$ cat src/common/fpu_pkg.sv
package fpu_pkg;

    // binary32 field widths
    localparam int EXP_W    = 8;
    localparam int MAN_W    = 23;
    localparam int EXP_BIAS = 127;
    localparam int EXP_MAX  = (1 << EXP_W) - 1;            // All-ones exponent marks inf and NaN

    // Raw mantissa from stage 2 is carry, hidden bit, fraction and one guard bit
    localparam int RAW_W = MAN_W + 3;

    localparam logic [31:0] QNAN = 32'h7FC0_0000;           // Canonical quiet NaN

    // Opcode values follow the ALU encoding, the gaps stay reserved
    typedef enum logic [2:0] {
        OP_NOP = 3'd0,
        OP_ADD = 3'd1,
        OP_SUB = 3'd2,
        OP_MUL = 3'd3,
        OP_SLT = 3'd6
    } fp_op_e;

    // Subnormal operands are flushed into CLS_ZERO
    typedef enum logic [1:0] {
        CLS_ZERO   = 2'd0,
        CLS_NORMAL = 2'd1,
        CLS_INF    = 2'd2,
        CLS_NAN    = 2'd3
    } fp_class_e;

    // Result tag carried from stage 2 to stage 3
    typedef enum logic [1:0] {
        KIND_NUM  = 2'd0,                                   // Raw mantissa still needs normalizing
        KIND_WORD = 2'd1,                                   // Finished 32-bit word
        KIND_INF  = 2'd2,                                   // Signed infinity
        KIND_INV  = 2'd3                                    // Invalid operation
    } fp_kind_e;

endpackage

$ cat src/fpu/fpu_unpack.sv
`timescale 1ns/1ps

module fpu_unpack (
    input  logic                        clk,
    input  logic                        rst_n,
    input  logic                        in_valid,
    input  fpu_pkg::fp_op_e             in_op,
    input  logic [31:0]                 in_a,
    input  logic [31:0]                 in_b,
    output logic                        in_ready,
    output logic                        s1_valid,
    input  logic                        s1_ready,
    output fpu_pkg::fp_op_e             s1_op,
    output logic                        sign_a,
    output logic                        sign_b,
    output logic [fpu_pkg::EXP_W-1:0]   exp_a,
    output logic [fpu_pkg::EXP_W-1:0]   exp_b,
    output logic [fpu_pkg::MAN_W:0]     man_a,
    output logic [fpu_pkg::MAN_W:0]     man_b,
    output fpu_pkg::fp_class_e          cls_a,
    output fpu_pkg::fp_class_e          cls_b
);

    function automatic fpu_pkg::fp_class_e classify(
        input logic [fpu_pkg::EXP_W-1:0] e,
        input logic [fpu_pkg::MAN_W-1:0] f
    );
        fpu_pkg::fp_class_e c;
        if (e == '0) begin
            c = fpu_pkg::CLS_ZERO;                          // Subnormals count as zero
        end else if (e == fpu_pkg::EXP_MAX) begin
            c = (f == '0) ? fpu_pkg::CLS_INF : fpu_pkg::CLS_NAN;
        end else begin
            c = fpu_pkg::CLS_NORMAL;
        end
        return c;
    endfunction

    logic take;

    assign in_ready = !s1_valid || s1_ready;
    assign take     = in_valid && in_ready;

    always_ff @(posedge clk) begin
        if (!rst_n) begin
            s1_valid <= 1'b0;
        end else if (in_ready) begin
            s1_valid <= in_valid;
        end
    end

    // Hidden bit is restored only for nonzero exponents so NOP can rebuild a exactly
    always_ff @(posedge clk) begin
        if (take) begin
            s1_op  <= in_op;
            sign_a <= in_a[31];
            sign_b <= in_b[31];
            exp_a  <= in_a[30:23];
            exp_b  <= in_b[30:23];
            man_a  <= {|in_a[30:23], in_a[22:0]};
            man_b  <= {|in_b[30:23], in_b[22:0]};
            cls_a  <= classify(in_a[30:23], in_a[22:0]);
            cls_b  <= classify(in_b[30:23], in_b[22:0]);
        end
    end

    // An offered input item must stay put until it is taken
    hold_while_stalled: assert property (@(posedge clk) disable iff (!rst_n)
        (in_valid && !in_ready) |=> (in_valid && $stable({in_op, in_a, in_b})));

endmodule

$ cat src/fpu/fpu_arith.sv
`timescale 1ns/1ps

module fpu_arith (
    input  logic                          clk,
    input  logic                          rst_n,
    input  logic                          s1_valid,
    output logic                          s1_ready,
    input  fpu_pkg::fp_op_e               s1_op,
    input  logic                          sign_a,
    input  logic                          sign_b,
    input  logic [fpu_pkg::EXP_W-1:0]     exp_a,
    input  logic [fpu_pkg::EXP_W-1:0]     exp_b,
    input  logic [fpu_pkg::MAN_W:0]       man_a,
    input  logic [fpu_pkg::MAN_W:0]       man_b,
    input  fpu_pkg::fp_class_e            cls_a,
    input  fpu_pkg::fp_class_e            cls_b,
    output logic                          s2_valid,
    input  logic                          s2_ready,
    output logic                          s2_sign,
    output logic signed [9:0]             s2_exp,
    output logic [fpu_pkg::RAW_W-1:0]     s2_raw,
    output fpu_pkg::fp_kind_e             s2_kind,
    output logic [31:0]                   s2_word
);

    logic [fpu_pkg::EXP_W-1:0]           ea, eb;
    logic [fpu_pkg::MAN_W:0]             ma, mb;
    logic                                sign_b_eff;
    logic                                a_big;
    logic [fpu_pkg::EXP_W-1:0]           big_exp, exp_diff;
    logic [fpu_pkg::MAN_W:0]             big_man, small_man;
    logic                                big_sign;
    logic [fpu_pkg::RAW_W-1:0]           big_ext, small_ext, add_raw, sub_raw;
    logic [2*fpu_pkg::MAN_W+1:0]         prod;
    logic                                slt_sa, slt_sb, slt_lt;
    logic                                any_nan, any_inf, any_zero;
    logic                                n_sign;
    logic signed [9:0]                   n_exp;
    logic [fpu_pkg::RAW_W-1:0]           n_raw;
    fpu_pkg::fp_kind_e                   n_kind;
    logic [31:0]                         n_word;

    always_comb begin
        ea = (cls_a == fpu_pkg::CLS_ZERO) ? '0 : exp_a;     // Flushed operands become true zeros
        eb = (cls_b == fpu_pkg::CLS_ZERO) ? '0 : exp_b;
        ma = (cls_a == fpu_pkg::CLS_ZERO) ? '0 : man_a;
        mb = (cls_b == fpu_pkg::CLS_ZERO) ? '0 : man_b;
        sign_b_eff = (s1_op == fpu_pkg::OP_SUB) ? ~sign_b : sign_b;

        a_big     = {ea, ma} >= {eb, mb};
        big_exp   = a_big ? ea : eb;
        exp_diff  = a_big ? ea - eb : eb - ea;
        big_man   = a_big ? ma : mb;
        small_man = a_big ? mb : ma;
        big_sign  = a_big ? sign_a : sign_b_eff;
        big_ext   = {1'b0, big_man, 1'b0};
        small_ext = {1'b0, small_man, 1'b0} >> exp_diff;  // Bits past the guard are truncated
        add_raw   = big_ext + small_ext;
        sub_raw   = big_ext - small_ext;

        prod = ma * mb;

        // Zero compares as positive so that +0 and -0 are equal
        slt_sa = sign_a && (cls_a != fpu_pkg::CLS_ZERO);
        slt_sb = sign_b && (cls_b != fpu_pkg::CLS_ZERO);
        if (slt_sa != slt_sb) begin
            slt_lt = slt_sa;
        end else if (!slt_sa) begin
            slt_lt = {ea, ma} < {eb, mb};
        end else begin
            slt_lt = {ea, ma} > {eb, mb};
        end

        any_nan  = (cls_a == fpu_pkg::CLS_NAN) || (cls_b == fpu_pkg::CLS_NAN);
        any_inf  = (cls_a == fpu_pkg::CLS_INF) || (cls_b == fpu_pkg::CLS_INF);
        any_zero = (cls_a == fpu_pkg::CLS_ZERO) || (cls_b == fpu_pkg::CLS_ZERO);

        n_sign = 1'b0;
        n_exp  = '0;
        n_raw  = '0;
        n_kind = fpu_pkg::KIND_WORD;
        n_word = '0;

        case (s1_op)
            fpu_pkg::OP_ADD, fpu_pkg::OP_SUB: begin
                n_exp = {2'b00, big_exp};
                if (any_nan) begin
                    n_kind = fpu_pkg::KIND_INV;
                end else if (cls_a == fpu_pkg::CLS_INF && cls_b == fpu_pkg::CLS_INF) begin
                    n_kind = (sign_a != sign_b_eff) ? fpu_pkg::KIND_INV : fpu_pkg::KIND_INF;
                    n_sign = sign_a;
                end else if (any_inf) begin
                    n_kind = fpu_pkg::KIND_INF;
                    n_sign = (cls_a == fpu_pkg::CLS_INF) ? sign_a : sign_b_eff;
                end else if (cls_a == fpu_pkg::CLS_ZERO && cls_b == fpu_pkg::CLS_ZERO) begin
                    n_word = {sign_a & sign_b_eff, 31'b0};
                end else if (sign_a == sign_b_eff) begin
                    n_kind = fpu_pkg::KIND_NUM;
                    n_sign = big_sign;
                    n_raw  = add_raw;
                end else if (sub_raw != '0) begin
                    n_kind = fpu_pkg::KIND_NUM;
                    n_sign = big_sign;
                    n_raw  = sub_raw;
                end                                         // Exact cancellation leaves +0
            end
            fpu_pkg::OP_MUL: begin
                n_sign = sign_a ^ sign_b;
                n_exp  = {2'b00, ea} + {2'b00, eb} - 10'(fpu_pkg::EXP_BIAS);
                if (any_nan || (any_inf && any_zero)) begin
                    n_kind = fpu_pkg::KIND_INV;
                end else if (any_inf) begin
                    n_kind = fpu_pkg::KIND_INF;
                end else if (any_zero) begin
                    n_word = {sign_a ^ sign_b, 31'b0};
                end else begin
                    n_kind = fpu_pkg::KIND_NUM;
                    n_raw  = prod[2*fpu_pkg::MAN_W+1 -: fpu_pkg::RAW_W];
                end
            end
            fpu_pkg::OP_SLT: begin
                if (any_nan) begin
                    n_kind = fpu_pkg::KIND_INV;
                end else begin
                    n_word = {31'b0, slt_lt};
                end
            end
            default: begin
                n_word = {sign_a, exp_a, man_a[fpu_pkg::MAN_W-1:0]};  // NOP and reserved codes
            end
        endcase
    end

    assign s1_ready = !s2_valid || s2_ready;

    always_ff @(posedge clk) begin
        if (!rst_n) begin
            s2_valid <= 1'b0;
        end else if (s1_ready) begin
            s2_valid <= s1_valid;
        end
    end

    always_ff @(posedge clk) begin
        if (s1_valid && s1_ready) begin
            s2_sign <= n_sign;
            s2_exp  <= n_exp;
            s2_raw  <= n_raw;
            s2_kind <= n_kind;
            s2_word <= n_word;
        end
    end

    nan_never_numeric: assert property (@(posedge clk) disable iff (!rst_n)
        (s1_valid && s1_ready && (cls_a == fpu_pkg::CLS_NAN || cls_b == fpu_pkg::CLS_NAN))
        |=> (s2_kind != fpu_pkg::KIND_NUM));

endmodule

$ cat src/fpu/fpu_pack.sv
`timescale 1ns/1ps

module fpu_pack (
    input  logic                        clk,
    input  logic                        rst_n,
    input  logic                        s2_valid,
    output logic                        s2_ready,
    input  logic                        s2_sign,
    input  logic signed [9:0]           s2_exp,
    input  logic [fpu_pkg::RAW_W-1:0]   s2_raw,
    input  fpu_pkg::fp_kind_e           s2_kind,
    input  logic [31:0]                 s2_word,
    output logic                        out_valid,
    input  logic                        out_ready,
    output logic [31:0]                 out_result,
    output logic                        out_invalid,
    output logic                        out_overflow,
    output logic                        out_underflow
);

    logic [4:0]                  lz_cnt;
    logic [fpu_pkg::RAW_W-1:0]   norm_raw;
    logic signed [9:0]           norm_exp;
    logic [31:0]                 n_result;
    logic                        n_inv, n_ovf, n_unf;

    // Priority search below the carry bit, the highest set bit wins
    always_comb begin
        lz_cnt = 5'(fpu_pkg::RAW_W - 1);
        for (int i = 0; i < fpu_pkg::RAW_W - 1; i++) begin
            if (s2_raw[i]) begin
                lz_cnt = 5'(fpu_pkg::RAW_W - 2 - i);
            end
        end
    end

    always_comb begin
        if (s2_raw[fpu_pkg::RAW_W-1]) begin
            norm_raw = s2_raw >> 1;                         // Carry out of the hidden bit
            norm_exp = s2_exp + 10'sd1;
        end else begin
            norm_raw = s2_raw << lz_cnt;
            norm_exp = s2_exp - $signed({5'b0, lz_cnt});
        end

        n_result = s2_word;
        n_inv    = 1'b0;
        n_ovf    = 1'b0;
        n_unf    = 1'b0;

        case (s2_kind)
            fpu_pkg::KIND_NUM: begin
                if (norm_exp >= fpu_pkg::EXP_MAX) begin
                    n_result = {s2_sign, {fpu_pkg::EXP_W{1'b1}}, {fpu_pkg::MAN_W{1'b0}}};
                    n_ovf    = 1'b1;
                end else if (norm_exp <= 0) begin
                    n_result = {s2_sign, 31'b0};            // Flush to signed zero
                    n_unf    = 1'b1;
                end else begin
                    // Guard bit is dropped here, which truncates toward zero
                    n_result = {s2_sign, norm_exp[fpu_pkg::EXP_W-1:0],
                                norm_raw[fpu_pkg::RAW_W-3:1]};
                end
            end
            fpu_pkg::KIND_INF: begin
                n_result = {s2_sign, {fpu_pkg::EXP_W{1'b1}}, {fpu_pkg::MAN_W{1'b0}}};
            end
            fpu_pkg::KIND_INV: begin
                n_result = fpu_pkg::QNAN;
                n_inv    = 1'b1;
            end
            default: begin
                n_result = s2_word;
            end
        endcase
    end

    assign s2_ready = !out_valid || out_ready;

    always_ff @(posedge clk) begin
        if (!rst_n) begin
            out_valid <= 1'b0;
        end else if (s2_ready) begin
            out_valid <= s2_valid;
        end
    end

    always_ff @(posedge clk) begin
        if (s2_valid && s2_ready) begin
            out_result    <= n_result;
            out_invalid   <= n_inv;
            out_overflow  <= n_ovf;
            out_underflow <= n_unf;
        end
    end

    // Stage 2 must never tag an all-zero mantissa as numeric
    hidden_bit_set: assert property (@(posedge clk) disable iff (!rst_n)
        (s2_valid && s2_kind == fpu_pkg::KIND_NUM) |-> norm_raw[fpu_pkg::RAW_W-2]);

endmodule

$ cat src/logic/fpu_top.sv
`timescale 1ns/1ps

module fpu_top (
    input  logic                clk,
    input  logic                rst_n,
    input  logic                in_valid,
    output logic                in_ready,
    input  fpu_pkg::fp_op_e     in_op,
    input  logic [31:0]         in_a,
    input  logic [31:0]         in_b,
    output logic                out_valid,
    input  logic                out_ready,
    output logic [31:0]         out_result,
    output logic                out_invalid,
    output logic                out_overflow,
    output logic                out_underflow
);

    logic                              s1_valid;
    logic                              s1_ready;
    fpu_pkg::fp_op_e                   s1_op;
    logic                              sign_a, sign_b;
    logic [fpu_pkg::EXP_W-1:0]         exp_a, exp_b;
    logic [fpu_pkg::MAN_W:0]           man_a, man_b;
    fpu_pkg::fp_class_e                cls_a, cls_b;

    logic                              s2_valid;
    logic                              s2_ready;
    logic                              s2_sign;
    logic signed [9:0]                 s2_exp;
    logic [fpu_pkg::RAW_W-1:0]         s2_raw;
    fpu_pkg::fp_kind_e                 s2_kind;
    logic [31:0]                       s2_word;

    fpu_unpack fpu_unpack_i (
        .clk      (clk),
        .rst_n    (rst_n),
        .in_valid (in_valid),
        .in_op    (in_op),
        .in_a     (in_a),
        .in_b     (in_b),
        .in_ready (in_ready),
        .s1_valid (s1_valid),
        .s1_ready (s1_ready),
        .s1_op    (s1_op),
        .sign_a   (sign_a),
        .sign_b   (sign_b),
        .exp_a    (exp_a),
        .exp_b    (exp_b),
        .man_a    (man_a),
        .man_b    (man_b),
        .cls_a    (cls_a),
        .cls_b    (cls_b)
    );

    fpu_arith fpu_arith_i (
        .clk      (clk),
        .rst_n    (rst_n),
        .s1_valid (s1_valid),
        .s1_ready (s1_ready),
        .s1_op    (s1_op),
        .sign_a   (sign_a),
        .sign_b   (sign_b),
        .exp_a    (exp_a),
        .exp_b    (exp_b),
        .man_a    (man_a),
        .man_b    (man_b),
        .cls_a    (cls_a),
        .cls_b    (cls_b),
        .s2_valid (s2_valid),
        .s2_ready (s2_ready),
        .s2_sign  (s2_sign),
        .s2_exp   (s2_exp),
        .s2_raw   (s2_raw),
        .s2_kind  (s2_kind),
        .s2_word  (s2_word)
    );

    fpu_pack fpu_pack_i (
        .clk           (clk),
        .rst_n         (rst_n),
        .s2_valid      (s2_valid),
        .s2_ready      (s2_ready),
        .s2_sign       (s2_sign),
        .s2_exp        (s2_exp),
        .s2_raw        (s2_raw),
        .s2_kind       (s2_kind),
        .s2_word       (s2_word),
        .out_valid     (out_valid),
        .out_ready     (out_ready),
        .out_result    (out_result),
        .out_invalid   (out_invalid),
        .out_overflow  (out_overflow),
        .out_underflow (out_underflow)
    );

endmodule

$ cat config.mk
export PLATFORM = sky130hd
export DESIGN_NAME = fpu_top
export DESIGN_NICKNAME = d
export VERILOG_FILES = /design/src/common/fpu_pkg.sv /design/src/fpu/fpu_unpack.sv /design/src/fpu/fpu_arith.sv /design/src/fpu/fpu_pack.sv /design/src/logic/fpu_top.sv
export SDC_FILE = /design/constraint.sdc
export NUM_CORES = 2
export LEC_CHECK = 0
export BUFFER_PORTS_ARGS = -buffer_cell sky130_fd_sc_hd__buf_2
export CAP_MARGIN = 20
export CORE_ASPECT_RATIO = 0.9
export CORE_MARGIN = 5
export CORE_UTILIZATION = 59
export DETAILED_ROUTE_END_ITERATION = 16
export PLACE_DENSITY = 0.88
export SLEW_MARGIN = 20
export SYNTH_ARGS = -nofsm -noshare
export SYNTH_HDL_FRONTEND = slang
export SYNTH_SLANG_ARGS = --single-unit
$ cat constraint.sdc
create_clock -name clk -period 8.9 [get_ports clk]
set_input_delay 1.335 -clock clk [delete_from_list [all_inputs] [get_ports clk]]
set_output_delay 1.335 -clock clk [all_outputs]
set_load 0.05 [all_outputs]
### Yosys cells after proc, flatten, opt, wreduce, memory -nomap -nowiden

Index checks and enable logic that the tools add are counted.

| cells by class | value |
|---|---|
| reductions and logical operators | 34 |
| multiplexer cells | 89 |
| $add $sub $neg | 8 |
| multipliers | 1 |
| order comparisons | 5 |
| shift-type cells | 2 |
| eq/ne operators | 15 |
| bitwise operators | 6 |

Operators with widths:

| operator | count |
|---|---|
| 2-to-1 mux 26 bit | 9 |
| 2-to-1 mux 32 bit | 7 |
| case mux 32 bit (3 select lines) | 2 |
| 2-to-1 mux 24 bit | 5 |
| 2-to-1 mux 5 bit | 24 |
| 2-to-1 mux 31 bit | 2 |
| case mux 26 bit (2 select lines) | 1 |
| multiplier 24 x 24 -> 48 bit | 1 |
| zero test 23 bit | 2 |
| >= comparator 32 bit | 1 |
| greater-than comparator 32 bit | 1 |
| less-than comparator 32 bit | 1 |
| 2-to-1 mux 8 bit | 4 |
| adder 25 x 26 -> 26 bit | 1 |
| nonzero test 26 bit | 1 |
| left shift 26 x 5 -> 24 bit | 1 |
| >> shifter 25 x 8 -> 26 bit | 1 |
| subtractor 25 x 26 -> 26 bit | 1 |
| 2-to-1 mux 1 bit | 23 |
| case mux 10 bit (2 select lines) | 1 |
| == test 8 bit, second input constant | 2 |
| zero test 8 bit | 2 |
| 2-to-1 mux 2 bit | 8 |
| OR reduction 8 bit | 2 |
| 25 further kinds | 57 |

| word-level totals | value |
|---|---|
| word-level logic and storage cells | 183 |
| register bits after elaboration | 182 |
| output and inout bits | 37 |
| bits of input ports | 71 |

### Longest topological paths before layout

| depth | value |
|---|---|
| depth in word-level cells | 31 |
| gate-level depth with buffers | 48 |
| mapped depth without buffers | 40 |

### Cells and area by module

Synthesis repeated with hierarchy kept, for this count alone.

| second synthesis, totals | value |
|---|---|
| cells, all modules | 3952 |
| area total of the unflattened synthesis | 34066.4 um2 |

By module, submodules not included:

| module | area an instance (um2) | seq. area each (um2) | cells an instance | times used |
|---|---|---|---|---|
| fpu_arith | 27496.4 | 2152.1 | 3326 | 1 |
| fpu_pack | 4136.5 | 1071.0 | 518 | 1 |
| fpu_unpack | 2433.6 | 2212.1 | 108 | 1 |

### Least setup slack after synthesis

OpenSTA, ideal clock, no wires.

| path | value |
|---|---|
| path kind | reg2reg |
| from | register fpu_unpack_i.cls_a[1] |
| to | register fpu_arith_i.s2_raw[25] (netlist name) (data pin) |
| cell stages (with the launch flop) | 38 |
| arrival time | 8.915 ns |
| path buffers | 5 |
| data required time | 8.629 ns |
| path slack | -0.287 ns |
| library setup time | 0.271 ns |
| clock period less this slack | 9.187 ns |
| path through | edfxtp_1 > or2_1 > clkbuf_1 > clkbuf_1 > buf_2 > nand2_1 > inv_1 > clkbuf_1 > buf_1 > nand2_1 > fa_1 > inv_1 > fa_1 > inv_1 > fa_1 > fa_1 > inv_1 > fa_1 > [... 2 more ...] > inv_1 > fa_1 > ha_1 > a21o_1 > a211o_1 > a221oi_1 > o21a_1 > a211o_1 > a31oi_1 > a211oi_2 > o21ai_1 > and2_1 > a41o_1 > a211o_1 > a21o_1 > a21oi_1 > xnor2_1 > o22ai_1 |

| between the ends | value |
|---|---|
| cells in the longest elaborated chain, start to end | 14 |
| elaborated cells on any way between the ends | 33 |
| classes of those cells | add/sub: 4; mul: 1; order compare: 1; eq/ne: 2; shift: 1; mux: 15; reduce/logical: 9 |

Ends and longest elaborated chain:

| what | RTL line | source |
|---|---|---|
| start, declared | fpu_unpack.sv:20 | `output fpu_pkg::fp_class_e cls_a,` |
| start signal, assigned | fpu_unpack.sv:62 | `cls_a <= classify(in_a[30:23], in_a[22:0]);` |
| zero test 2 bit | n/a |  |
| 2-to-1 mux 24 bit or 2-to-1 mux 8 bit (tied branches) | fpu_arith.sv:46, fpu_arith.sv:44 |  |
| >= comparator 32 bit or subtractor 8 bit (tied branches) | fpu_arith.sv:50, fpu_arith.sv:52 |  |
| 2-to-1 mux 24 bit or 2-to-1 mux 8 bit (tied branches) | fpu_arith.sv:54, fpu_arith.sv:52 |  |
| >> shifter 25 x 8 -> 26 bit | fpu_arith.sv:57 | `small_ext = {1'b0, small_man, 1'b0} >> exp_diff;` |
| subtractor 25 x 26 -> 26 bit | fpu_arith.sv:59 | `sub_raw = big_ext - small_ext;` |
| nonzero test 26 bit | fpu_arith.sv:101 | `end else if (sub_raw != '0) begin` |
| 2-to-1 mux 26 bit | fpu_arith.sv:101 |  |
| 2-to-1 mux 26 bit | fpu_arith.sv:97 | `end else if (sign_a == sign_b_eff) begin` |
| 2-to-1 mux 26 bit | fpu_arith.sv:95 | `end else if (cls_a == fpu_pkg::CLS_ZERO && cls_b == fpu_pkg::CLS_ZERO) begin` |
| 2-to-1 mux 26 bit | fpu_arith.sv:92 | `end else if (any_inf) begin` |
| 2-to-1 mux 26 bit | fpu_arith.sv:89 | `end else if (cls_a == fpu_pkg::CLS_INF && cls_b == fpu_pkg::CLS_INF) begin` |
| 2-to-1 mux 26 bit | fpu_arith.sv:87 | `if (any_nan) begin` |
| case mux 26 bit (2 select lines) (*) | fpu_arith.sv:84 | `case (s1_op)` |
| named net fpu_arith_i.n_raw, one bit | fpu_arith.sv:39 | `logic [fpu_pkg::RAW_W-1:0] n_raw;` |
| end signal, assigned | fpu_arith.sv:148 | `s2_raw <= n_raw;` |
| end, declared | fpu_arith.sv:21 | `output logic [fpu_pkg::RAW_W-1:0] s2_raw,` |

Mark *: on every way through the listed nets, which the timed path passes. The rest lies on a longest branch.
A chain may end at the register's enable or synchronous reset.

### Final worst setup path

Same ends and word-level chain as after synthesis.

==> results.tsv <==
metric	value	unit
number of slew-limit violations in the final report	0	
number of antenna violations at the first check in global routing	5	
cell family with the largest share of critical-path delay	adder cells	
ratio of cells with drive above 1 in the final layout	0.147	
wire length of the first global-routing pass	172000	microns
post-route cell area	37300	sq um
router iterations before antenna repair	6	
required time of the critical path	9.06	ns
slowest cell delay on critical path	0.54	ns
register area share after synthesis	0.163	
Syn Nets	4686	
final instance count without filler cells	4827	
num rows	82	
number of nets in the finished design	4917	
ratio of final minimum period to clock period	0.979	
initial standard-cell utilization of the core	0.598	
final weighted congestion in routability-driven placement	1.06	
Clock Sinks	182	
minimum setup slack in the final design	0.184	ns
initial detailed-routing violation count	3637	
critical path type	register to register	
startpoint of the lowest-slack register-to-register path	fpu_unpack_i.cls_a[1]	
Max-Slew Margin vs Limit	0.226	
post-detailed-route DRC marker count	0	
worst flop-to-flop path endpoint	fpu_arith_i.s2_raw[25]	
hold_buf cts	0	
pin slew with the least headroom to its limit	1.15	ns
reg-to-reg slack, setup	0.18	ns
area of the core region	55800	sq um
critical path launch point	fpu_unpack_i.cls_a[1]	
number of global-route vias before repair	29700	
Via density	6.13	
area growth from synthesis to final layout	11.9	%
Avg Synthesized Cell Area	8.72	sq um
worst hold start	fpu_arith_i.s2_word[28]	
commonest cells after routing, fill and taps aside	sky130_fd_sc_hd__inv_1, sky130_fd_sc_hd__nand2_1, sky130_fd_sc_hd__fa_1, sky130_fd_sc_hd__nor2_1, sky130_fd_sc_hd__buf_4	
clock tree from TritonCTS	yes	
Leakage	17.6	nW
critical path capture point type	register	
Die Height	236	microns
pwr dens	367	nW/um^2
Worst Setup Start Kind	register	
post-synthesis instance area	33400	sq um
global-route usage over all layers	0.363	
Hold Path Stages	1	
number of placed cells counting well taps	4761	
#FFs+latches synth	182	
H-Tree Depth	4	
Avg WL per Cell	23.2	microns
Hold Vio Cnt, Final	0	
detailed-route via count	29600	
Critical path buffers and inverters	8	
outcome	finished, final reports clean	
post-synthesis async set-or-reset flop share	0	
worst hold path type	register to register	
overall power	13.7	mW
half-perimeter wire length after placement	92000	microns
end point of the most critical hold path	fpu_pack_i.out_result[28]	
# port buffers	107	
Crit path top cell by count	sky130_fd_sc_hd__fa_1	
worst skew pair latency	0.46	ns
final-report setup violation count	0	
post-synthesis instance total	3826	
die area	61400	sq um
crit path max-delay cell type	sky130_fd_sc_hd__fa_1	
Clk Tree Root Cell	sky130_fd_sc_hd__clkbuf_16	
horizontal extent of the die	261	microns
largest net degree at the start of global routing	74	
main flop type after synthesis	sky130_fd_sc_hd__edfxtp_1	
clock-pin slew on the worst setup and hold paths	0.07	ns
number of ports placed on the die boundary	108	
clock buffers created by TritonCTS	17	
time the worst path needs with I/O delays and setup	8.72	ns
WL final	112000	microns
most common cell after layout, fill and taps aside	sky130_fd_sc_hd__inv_1	
number of synthesized flops with an enable pin	179	
overall overflow remaining after global route	0	
library cells used by synthesis	101	
clock skew after layout	0.0171	ns
Max Cap Viol	0	
largest fanout on the critical path	13	
maximum operating frequency	115	MHz
CP Data Arrival Time	8.88	ns
placed instance area	36200	sq um
number of buffers on the longest clock path	2	
Ys Warns	0	
logic depth of the worst register-to-register path	34	
placement-stage worst setup slack	-0.218	ns
antenna-violating nets left	0	
peak supply drop	0.676	mV
[state kept, by name (all words and copies together), names as in the netlist, 2 cells and up]
register,count
fpu_pack_i.out_result,32
fpu_unpack_i.s1_op,3
fpu_arith_i.s2_kind,2
fpu_arith_i.s2_exp,10
fpu_arith_i.s2_word,32
fpu_arith_i.s2_raw,26
fpu_unpack_i.man_b,24
fpu_unpack_i.cls_a,2
fpu_unpack_i.exp_a,8
fpu_unpack_i.cls_b,2
fpu_unpack_i.exp_b,8
fpu_unpack_i.man_a,24
[kinds of logic after synthesis]
group / Yosys count / synth area share
buffers and inverters: 866 / 0.0988
multiplexers: 93 / 0.0346
adder cells (fa/ha/maj): 789 / 0.406
AND/OR/NAND/NOR: 1234 / 0.161
XOR/XNOR: 91 / 0.0243
flip-flops: 182 / 0.163
AO/OA/AOI/OAI: 571 / 0.112
[where the power goes]
part           internal (mW)  switching (mW)
Combinational           4.58            7.29
Sequential              1.02          0.0694
Clock                  0.393           0.356
Total                   5.99            7.72
[cell usage after synthesis, types with 32 or more instances]
| cell | instances | area, sq um |
|---|---|---|
| sky130_fd_sc_hd__a21oi_1 | 151 | 756 |
| sky130_fd_sc_hd__ha_1 | 302 | 3780 |
| sky130_fd_sc_hd__fa_1 | 487 | 9750 |
| sky130_fd_sc_hd__xnor2_1 | 62 | 543 |
| sky130_fd_sc_hd__nor3_1 | 32 | 160 |
| sky130_fd_sc_hd__clkbuf_1 | 179 | 672 |
| sky130_fd_sc_hd__a21o_1 | 32 | 240 |
| sky130_fd_sc_hd__o22ai_1 | 46 | 288 |
| sky130_fd_sc_hd__nand2_1 | 588 | 2210 |
| sky130_fd_sc_hd__edfxtp_1 | 179 | 5380 |
| sky130_fd_sc_hd__nor2_1 | 352 | 1320 |
| sky130_fd_sc_hd__inv_1 | 637 | 2390 |
| sky130_fd_sc_hd__o21ai_0 | 131 | 656 |
| sky130_fd_sc_hd__and2_1 | 74 | 463 |
| sky130_fd_sc_hd__mux2i_1 | 62 | 621 |
[worst max path at each step]
stage	end	slack [ns]	cells after the start
2_1_floorplan	fpu_arith_i.s2_raw[25]	0.02	36
6_report	fpu_arith_i.s2_raw[25]	0.18	34
5_1_grt	fpu_arith_i.s2_raw[25]	-0.05	34
4_1_cts	fpu_arith_i.s2_raw[25]	0.03	32
3_3_place_gp	fpu_arith_i.s2_raw[25]	-0.04	32
3_5_place_dp	fpu_arith_i.s2_raw[25]	-0.22	32
[worst reg2reg max path, delay by kind of cell (launching register included)]
family                   cells  cell delay [ns]
adder cells (fa/ha/maj)      8             3.40
AO/OA/AOI/OAI               13             2.74
buffers and inverters        8             0.94
AND/OR/NAND/NOR              4             0.79
flip-flops                   1             0.39
XOR/XNOR                     1             0.13
[stage by stage]
stage	hold slack, ns	TNS [ns]	util
floorplan	0.496	0	-
global placement	0.544	-0.0355	0.649
detailed placement	0.547	-0.608	0.649
CTS	0.563	0	0.660
global route	0.593	-0.0963	0.669
finish	0.565	0	0.669
[metal layers]
| layer | track usage | up-vias | wire length (microns) |
|---|---|---|---|
| met5 | 0 | - | 47 |
| met4 | 0.179 | 6 | 7730 |
| li1 | - | 12800 | - |
| met2 | 0.553 | 2103 | 48600 |
| met3 | 0.0933 | 512 | 14400 |
| met1 | 0.485 | 14200 | 41200 |
[repair_timing]
item | CTS | global route
gates cloned | 0 | 3
endpoints found under the setup margin | 6 | 13
endpoints found under the hold margin | 0 | 0
gates resized for setup | 12 | 75
pin swaps | 0 | 23
buffers inserted | 3 | 27
[area by class of cell]
type,instances,area (sq um)
fill,4306,18500
tap,756,946
clock inverter,14,136
inverter,653,2500
antenna,1,2.50
multi-input combinational,2781,24900
clock buffer,18,429
sequential,182,5440
timing repair buffer,422,3020
No activity file was read; power rests on OpenSTA's default activity.
